==> src/source/calc_pkg.sv <==
package calc_pkg;

    // Datapath widths
    localparam int DATA_W    = 16;               // Operand and result width
    localparam int DIGIT_W   = 4;                // Keypad code width
    localparam int OP_W      = 3;                // Operator code width
    localparam int PROD_W    = 2 * DATA_W;       // Full multiplier product
    localparam int MUL_STEPS = 16;               // One step per multiplier bit
    localparam int STEP_W    = $clog2(MUL_STEPS); // Step counter width

    localparam logic [DIGIT_W-1:0] DIGIT_MAX = 4'd9; // Codes above are not digits

    // One-hot operator codes, same as the keypad operator port
    typedef enum logic [OP_W-1:0] {
        OP_ADD = 3'b001,
        OP_SUB = 3'b010,
        OP_MUL = 3'b100
    } calc_op_e;

    // Controller sequence
    typedef enum logic [1:0] {
        CTRL_IDLE  = 2'd0,  // Waiting for a request
        CTRL_START = 2'd1,  // Start pulse to arith unit
        CTRL_WAIT  = 2'd2,  // Waiting for finish
        CTRL_DONE  = 2'd3   // Result valid to display
    } ctrl_state_e;

    // Which operand the keypad is filling
    typedef enum logic {
        PH_FIRST  = 1'b0,
        PH_SECOND = 1'b1
    } entry_phase_e;

    // Calculation request, entry to controller to arith unit
    typedef struct packed {
        logic [DATA_W-1:0] a;   // Left operand
        logic [DATA_W-1:0] b;   // Right operand
        calc_op_e          op;  // Operation
    } calc_req_t;

    // Calculation response, arith unit to controller to display
    typedef struct packed {
        logic [DATA_W-1:0] value;     // Low DATA_W bits of result
        logic              overflow;  // Carry, borrow or upper product bits
    } calc_rsp_t;

endpackage

==> src/source/operand_entry.sv <==
module operand_entry import calc_pkg::*; (
    input  logic               clk,
    input  logic               nRST,
    input  logic [DIGIT_W-1:0] keypad_input,    // Decimal digit code
    input  logic               read_input,      // Digit strobe
    input  logic [OP_W-1:0]    operator_input,  // Operator code, zero when idle
    input  logic               equal_input,     // Equal strobe
    input  logic               busy,            // Calculation in flight
    input  logic               clear,           // Result accepted, start over
    output calc_req_t          req,
    output logic               req_valid
);

    entry_phase_e      phase_q;  // Operand being entered
    logic [DATA_W-1:0] opa_q;    // First operand
    logic [DATA_W-1:0] opb_q;    // Second operand
    calc_op_e          op_q;     // Latched operator
    logic              blocked;  // Drop all keypad activity
    logic              digit_ok; // Strobed code is 0 to 9
    logic              op_ok;    // Operator code is one we support

    // Operand times ten plus digit, wraps at DATA_W bits
    function automatic logic [DATA_W-1:0] shift_in_digit(
        input logic [DATA_W-1:0]  value,
        input logic [DIGIT_W-1:0] digit
    );
        return (value << 3) + (value << 1) + DATA_W'(digit);
    endfunction

    // Request cycle itself also blocked, busy only rises one cycle later
    assign blocked  = busy | req_valid;
    assign digit_ok = read_input && (keypad_input <= DIGIT_MAX);
    assign op_ok    = operator_input inside {OP_ADD, OP_SUB, OP_MUL};

    assign req = '{a: opa_q, b: opb_q, op: op_q}; // Stable until clear

    always_ff @(posedge clk or negedge nRST) begin
        if (!nRST) begin
            phase_q   <= PH_FIRST;
            opa_q     <= '0;
            opb_q     <= '0;
            op_q      <= OP_ADD;
            req_valid <= 1'b0;
        end else begin
            req_valid <= 1'b0;                       // Single-cycle strobe
            if (clear) begin                         // Result out, fresh entry
                opa_q   <= '0;
                opb_q   <= '0;
                phase_q <= PH_FIRST;
            end else if (!blocked) begin
                case (phase_q)
                    PH_FIRST: begin
                        if (digit_ok)
                            opa_q <= shift_in_digit(opa_q, keypad_input);
                        if (op_ok) begin             // Bad codes keep us here
                            op_q    <= calc_op_e'(operator_input);
                            phase_q <= PH_SECOND;
                        end
                    end
                    PH_SECOND: begin
                        if (equal_input)             // Equal wins over a digit
                            req_valid <= 1'b1;
                        else if (digit_ok)
                            opb_q <= shift_in_digit(opb_q, keypad_input);
                    end
                    default: phase_q <= PH_FIRST;
                endcase
            end
        end
    end

endmodule

==> src/source/calc_controller.sv <==
module calc_controller import calc_pkg::*; (
    input  logic      clk,
    input  logic      nRST,
    input  calc_req_t req,           // From operand entry
    input  logic      req_valid,
    output logic      busy,          // Back to operand entry
    output calc_req_t arith_req,     // To arith unit
    output logic      start,
    input  calc_rsp_t rsp,           // From arith unit
    input  logic      finish,
    output calc_rsp_t result,        // To display
    output logic      result_valid
);

    ctrl_state_e state_q;  // Current state
    ctrl_state_e state_d;  // Next state
    logic        accept;   // Take a new request
    logic        capture;  // Take the arith response

    assign accept  = (state_q == CTRL_IDLE) && req_valid;
    assign capture = (state_q == CTRL_WAIT) && finish;

    // Strobes decoded from registered state
    assign busy         = (state_q != CTRL_IDLE);
    assign start        = (state_q == CTRL_START);   // One cycle only
    assign result_valid = (state_q == CTRL_DONE);    // One cycle only

    always_comb begin
        state_d = state_q;
        case (state_q)
            CTRL_IDLE: begin
                if (req_valid)
                    state_d = CTRL_START;
            end
            CTRL_START: begin
                state_d = CTRL_WAIT;                 // Start pulse done
            end
            CTRL_WAIT: begin
                if (finish)                          // 1 cycle add/sub, 16 mul
                    state_d = CTRL_DONE;
            end
            CTRL_DONE: begin
                state_d = CTRL_IDLE;                 // Entry clears this cycle
            end
            default: begin
                state_d = CTRL_IDLE;
            end
        endcase
    end

    always_ff @(posedge clk or negedge nRST) begin
        if (!nRST) begin
            state_q <= CTRL_IDLE;
        end else begin
            state_q <= state_d;
        end
    end

    // Request and response holding registers
    always_ff @(posedge clk) begin
        if (accept)
            arith_req <= req;                        // Held through the op
        if (capture)
            result <= rsp;                           // Presented in CTRL_DONE
    end

endmodule

==> src/source/arith_unit.sv <==
module arith_unit import calc_pkg::*; (
    input  logic      clk,
    input  logic      nRST,
    input  calc_req_t arith_req,  // Operands and operator
    input  logic      start,      // Launch strobe
    output calc_rsp_t rsp,        // Valid with finish
    output logic      finish      // Single-cycle done strobe
);

    logic [DATA_W:0]   add_sum;      // Sum with carry out
    logic [DATA_W:0]   sub_diff;     // Difference with borrow
    logic              mul_go;       // Multiply launched this cycle
    logic              mul_busy_q;   // Multiply steps running
    logic [STEP_W-1:0] step_q;       // Steps already done
    logic              last_step;    // Final multiplier step
    logic [PROD_W-1:0] acc_q;        // Partial product
    logic [PROD_W-1:0] mcand_q;      // Shifted multiplicand
    logic [DATA_W-1:0] mplier_q;     // Remaining multiplier bits
    logic [PROD_W-1:0] iter_acc;     // Step inputs, taken from the
    logic [PROD_W-1:0] iter_mcand;   // request on the launch cycle
    logic [DATA_W-1:0] iter_mplier;
    logic [PROD_W-1:0] step_sum;     // Accumulator after this step

    assign add_sum  = {1'b0, arith_req.a} + {1'b0, arith_req.b};
    assign sub_diff = {1'b0, arith_req.a} - {1'b0, arith_req.b}; // MSB set on borrow

    assign mul_go    = start && (arith_req.op == OP_MUL);
    assign last_step = mul_busy_q && (step_q == STEP_W'(MUL_STEPS - 1));

    // Launch cycle already does step one
    assign iter_acc    = mul_go ? '0 : acc_q;
    assign iter_mcand  = mul_go ? PROD_W'(arith_req.a) : mcand_q;
    assign iter_mplier = mul_go ? arith_req.b : mplier_q;
    assign step_sum    = iter_acc + (iter_mplier[0] ? iter_mcand : '0);

    // Sequencing and finish strobe
    always_ff @(posedge clk or negedge nRST) begin
        if (!nRST) begin
            finish     <= 1'b0;
            mul_busy_q <= 1'b0;
            step_q     <= '0;
        end else begin
            finish <= 1'b0;
            if (mul_go) begin
                mul_busy_q <= 1'b1;
                step_q     <= STEP_W'(1);            // First step taken now
            end else if (start) begin
                finish <= 1'b1;                      // Add/sub, next cycle
            end else if (mul_busy_q) begin
                step_q <= step_q + 1'b1;
                if (last_step) begin
                    mul_busy_q <= 1'b0;
                    finish     <= 1'b1;              // MUL_STEPS after start
                end
            end
        end
    end

    // Datapath registers
    always_ff @(posedge clk) begin
        if (mul_go || mul_busy_q) begin
            acc_q    <= step_sum;
            mcand_q  <= iter_mcand << 1;
            mplier_q <= iter_mplier >> 1;
        end
        if (start) begin
            case (arith_req.op)
                OP_SUB: begin
                    rsp.value    <= sub_diff[DATA_W-1:0];  // Wraps below zero
                    rsp.overflow <= sub_diff[DATA_W];
                end
                OP_ADD: begin
                    rsp.value    <= add_sum[DATA_W-1:0];
                    rsp.overflow <= add_sum[DATA_W];
                end
                default: ;                           // Multiply fills rsp later
            endcase
        end else if (last_step) begin
            rsp.value    <= step_sum[DATA_W-1:0];    // Low half shown
            rsp.overflow <= |step_sum[PROD_W-1:DATA_W];
        end
    end

endmodule

==> src/source/result_display.sv <==
module result_display import calc_pkg::*; (
    input  logic              clk,
    input  logic              nRST,
    input  calc_rsp_t         result,          // From controller
    input  logic              result_valid,
    output logic [DATA_W-1:0] display_output,  // Held until next result
    output logic              overflow,
    output logic              complete         // One pulse per result
);

    // Display holds its value between calculations
    always_ff @(posedge clk or negedge nRST) begin
        if (!nRST) begin
            display_output <= '0;
            overflow       <= 1'b0;
            complete       <= 1'b0;
        end else begin
            complete <= result_valid;                // Aligned with new value
            if (result_valid) begin
                display_output <= result.value;
                overflow       <= result.overflow;
            end
        end
    end

endmodule

==> src/source/calculator_top.sv <==
module calculator_top import calc_pkg::*; (
    input  logic               clk,
    input  logic               nRST,
    input  logic [DIGIT_W-1:0] keypad_input,
    input  logic               read_input,
    input  logic [OP_W-1:0]    operator_input,
    input  logic               equal_input,
    output logic [DATA_W-1:0]  display_output,
    output logic               overflow,
    output logic               complete
);

    calc_req_t req;           // Entry to controller
    logic      req_valid;
    logic      busy;          // Controller back to entry
    calc_req_t arith_req;     // Controller to arith unit
    logic      start;
    calc_rsp_t rsp;           // Arith unit to controller
    logic      finish;
    calc_rsp_t result;        // Controller to display
    logic      result_valid;  // Also clears the entry side

    operand_entry u_entry (
        .clk            (clk),
        .nRST           (nRST),
        .keypad_input   (keypad_input),
        .read_input     (read_input),
        .operator_input (operator_input),
        .equal_input    (equal_input),
        .busy           (busy),
        .clear          (result_valid),
        .req            (req),
        .req_valid      (req_valid)
    );

    calc_controller u_ctrl (
        .clk          (clk),
        .nRST         (nRST),
        .req          (req),
        .req_valid    (req_valid),
        .busy         (busy),
        .arith_req    (arith_req),
        .start        (start),
        .rsp          (rsp),
        .finish       (finish),
        .result       (result),
        .result_valid (result_valid)
    );

    arith_unit u_arith (
        .clk       (clk),
        .nRST      (nRST),
        .arith_req (arith_req),
        .start     (start),
        .rsp       (rsp),
        .finish    (finish)
    );

    result_display u_display (
        .clk            (clk),
        .nRST           (nRST),
        .result         (result),
        .result_valid   (result_valid),
        .display_output (display_output),
        .overflow       (overflow),
        .complete       (complete)
    );

endmodule

==> config.mk <==
export PLATFORM = sky130hd
export DESIGN_NAME = calculator_top
export DESIGN_NICKNAME = d
export VERILOG_FILES = /design/src/source/calc_pkg.sv /design/src/source/operand_entry.sv /design/src/source/calc_controller.sv /design/src/source/arith_unit.sv /design/src/source/result_display.sv /design/src/source/calculator_top.sv
export SDC_FILE = /design/constraint.sdc
export NUM_CORES = 1
export LEC_CHECK = 0
export ABC_AREA = 1
export BUFFER_PORTS_ARGS = -buffer_cell sky130_fd_sc_hd__buf_2
export CAP_MARGIN = 20
export CORE_MARGIN = 2
export CORE_UTILIZATION = 64
export CTS_CLUSTER_DIAMETER = 200
export CTS_CLUSTER_SIZE = 16
export DETAILED_ROUTE_END_ITERATION = 8
export GPL_ROUTABILITY_DRIVEN = 0
export PLACE_DENSITY = 0.86
export REMOVE_ABC_BUFFERS = 1
export SYNTH_ARGS = -nofsm -noshare
export SYNTH_HDL_FRONTEND = slang
export SYNTH_SLANG_ARGS = --single-unit
export TNS_END_PERCENT = 100
==> constraint.sdc <==
create_clock -name clk -period 4.1 [get_ports clk]
set_input_delay 1.23 -clock clk [delete_from_list [all_inputs] [get_ports clk]]
set_output_delay 1.23 -clock clk [all_outputs]
set_load 0.05 [all_outputs]
==> flow_summary.json <==
{
  "worstPathRequired_ps": 4350,
  "clkLatencyLatePin_ps": 490,
  "via_per_inst": 5.66,
  "finalSetupViolations": 0,
  "routed_wl_mm": 32.2,
  "core_mm2": 0.0212,
  "skew_ps": 20.1,
  "dieArea_mm2": 0.0228,
  "drtAntennaViolNets": 0,
  "grt_max_degree": 79,
  "cp_common_cell": "nand2_1",
  "wl_met2_mm": 15.6,
  "ios": 29,
  "routedWlPerCell_um": 15.8,
  "drc_errors": 0,
  "reg2reg_slack_ps": 260,
  "pre_cts_ws_ps": 281,
  "fmax_ghz": 0.261,
  "fin_util_pct": 70.3,
  "worstReg2RegEnd": "u_arith.rsp[0]",
  "r2r-start": "u_ctrl.state_q[1]",
  "startpoint_type": "register",
  "initial_utilization_pct": 65.5,
  "antennaDiodeCount": 0,
  "timing.final.crit_share_pct": 93.5,
  "crit_arrival_ps": 4080,
  "die_w_um": 151,
  "synthesis.area_mm2": 0.0139,
  "finalNetCount": 1890,
  "final_layout_size_suffix_gt1_share_pct": 7.95,
  "finish.instance_area_mm2": 0.0149,
  "cts.sinks": 210,
  "p_leak_uw": 0.00774,
  "ys.flop_type": "edfxtp_1",
  "run_status": "finished clean",
  "path_class": "register to register",
  "cts_root_buf": "clkbuf_16",
  "htree_levels": 1,
  "min_path_cells": 0,
  "antenna_found_initial": 0,
  "port_buffers": 28,
  "holdPathEnd": "u_ctrl.result[2]",
  "dr.max_layer_used": "met4",
  "met3WireLength_mm": 2.20,
  "period_minus_slack_ps": 3840,
  "critPathMaxStageDelay_ps": 410,
  "setup_tns_ps": 0,
  "end_kind": "register",
  "cts_tree": "built",
  "hold_viol_final": 0,
  "drt-initial-drc-count": 887,
  "worst_pin_slew_ps": 1090,
  "final_cell_mix": "nand2_1 (521), inv_1 (286), edfxtp_1 (147)",
  "crit_chain": "inv_1 > ha_1 > nand4_1 > nand2_1 > clkinvlp_4 > buf_4 > a211oi_1 > ha_1 > nand2_2 > inv_1 > nand2_1 > nand2_1 > a21oi_1 > nand2_2 > nand2_2 > nand2_1 > nand2_1 > nand2_2 > nor2_1 > nand2_1 > nor2_2 > a21oi_2",
  "synth_edf_count": 147,
  "cts.clk_slew.worst_paths_ps": 80,
  "maxCapViolations": 0,
  "ys_ff_latch": 210,
  "first_pass_iters": 7,
  "seq_area_frac_synth_pct": 43.3,
  "min_path_type": "register to register",
  "rows": 53,
  "finalPower_uw": 12600,
  "slowest_stage": "dfrtp_1",
  "via_count": 11500,
  "slew_viol_final": 0,
  "die_h_um": 151,
  "grt_overflow": 0,
  "areaGrowthSynthToFinish_pct": 7.30,
  "track_usage_pct": 28.5,
  "max-clock-path-buffers": 3,
  "worstHoldStart": "u_arith.rsp[2]",
  "powerDensity_mw_per_mm2": 848,
  "synthCells": 1718,
  "ys_types": 49,
  "avgSynthCellArea_um2": 8.06,
  "nFillCells": 1602,
  "route.layer.met1.wl_mm": 13.1,
  "synthArstFlopShare_pct": 30.0,
  "numCtsBuffers": 17,
  "yosysWarnings": 0,
  "grt_pass1_vias": 11000,
  "grt_pass1_wl_mm": 51.9,
  "dpl_cell_area_mm2": 0.0143,
  "slew_headroom_pct": 27.3,
  "final_common_cell": "nand2_1",
  "post-dp-hpwl_mm": 24.3,
  "setup_ws_ps": 265,
  "ff2ff_path_depth": 22,
  "crit_fanout": 11,
  "peakVddDrop_uv": 510
}
==> flip-flops by register name, summed over array words and instances, names as in the netlist, 2 cells and up <==
register,flops
u_arith.acc_q,32
u_arith.mcand_q,31
u_arith.mplier_q,15
u_arith.rsp,17
u_arith.step_q,4
u_ctrl.arith_req,35
u_ctrl.result,17
u_ctrl.state_q,2
u_display.display_output,16
u_entry.op_q,3
u_entry.opa_q,16
u_entry.opb_q,16
==> cell usage after synthesis, types with 17 or more instances <==
master    instances  area, um^2
edfxtp_1        147        4410
nand2_2          23         144
ha_1            121        1510
o21ai_0          73         365
xor2_1           29         254
nand3_1          56         280
nand2_1         522        1960
dfrtp_1          62        1550
nor2_1          114         428
clkbuf_1         18        67.6
a21oi_1          97         485
inv_1           286        1070
nor3_1           17        85.1
==> report_power, final <==
group	internal (uW)	switching, uW
clock	785	762
combinational	2290	4890
sequential	3510	378
==> cells by family after synthesis <==
group,count (synthesis),synth area share [%]
simple gates,788,24.1
buf+inv,324,8.92
compound gates,234,9.58
flops,210,43.3
fa+ha+maj,128,11.9
xor+xnor,33,2.09
mux,1,0.0813
==> worst max-delay path by stage <==
stage               slack (ps)           endpoint              start  cells after the start
floorplan                 -860     u_arith.rsp[0]  u_ctrl.state_q[1]                     22
global placement           410  u_entry.opb_q[14]    keypad_input[3]                     10
detailed placement         280     u_arith.rsp[0]  u_ctrl.state_q[1]                     22
CTS                        250     u_arith.rsp[0]  u_ctrl.state_q[1]                     22
global route                -3     u_arith.rsp[0]  u_ctrl.state_q[1]                     22
finish                     260     u_arith.rsp[0]  u_ctrl.state_q[1]                     22
==> what timing repair did <==
item	4_1_cts	5_1_grt
endpoints found under the hold margin	0	0
buffers inserted	0	6
gates resized for setup	0	1
hold buffers	0	0
setup endpoints to repair	0	2
==> metal layers <==
| layer | track usage [%] | up-vias |
|---|---|---|
| met1 | 36.7 | 5320 |
| met4 | 10.2 | 0 |
| li1 | - | 5593 |
| met3 | 2.80 | 102 |
| met5 | 0 | - |
| met2 | 50.4 | 493 |
==> through the flow <==
| step | cells | hold slack (ps) |
|---|---|---|
| 2_1_floorplan | 1684 | 400 |
| 3_3_place_gp | 2000 | 402 |
| 3_5_place_dp | 2001 | 405 |
| 4_1_cts | 2029 | 417 |
| 5_1_grt | 2035 | 429 |
| 6_report | 2035 | 414 |
==> critical path, delay by kind of cell, from the launching register on <==
kind | cells | cell delay [ps]
AND/OR/NAND/NOR | 13 | 1330
buffers and inverters | 4 | 640
adder cells (fa/ha/maj) | 2 | 640
AO/OA/AOI/OAI | 3 | 550
flip-flops | 1 | 410
==> layout make-up <==
cell class,count,area (um^2),share of cell area (%)
timing repair buffer,48,323,2.17
sequential,210,5990,40.3
clock inverter,1,16.3,0.109
multi-input combinational,1184,6630,44.6
clock buffer,27,463,3.11
tap,275,344,2.32
inverter,290,1090,7.35
Note: power is estimated with default switching activity, not from simulation.
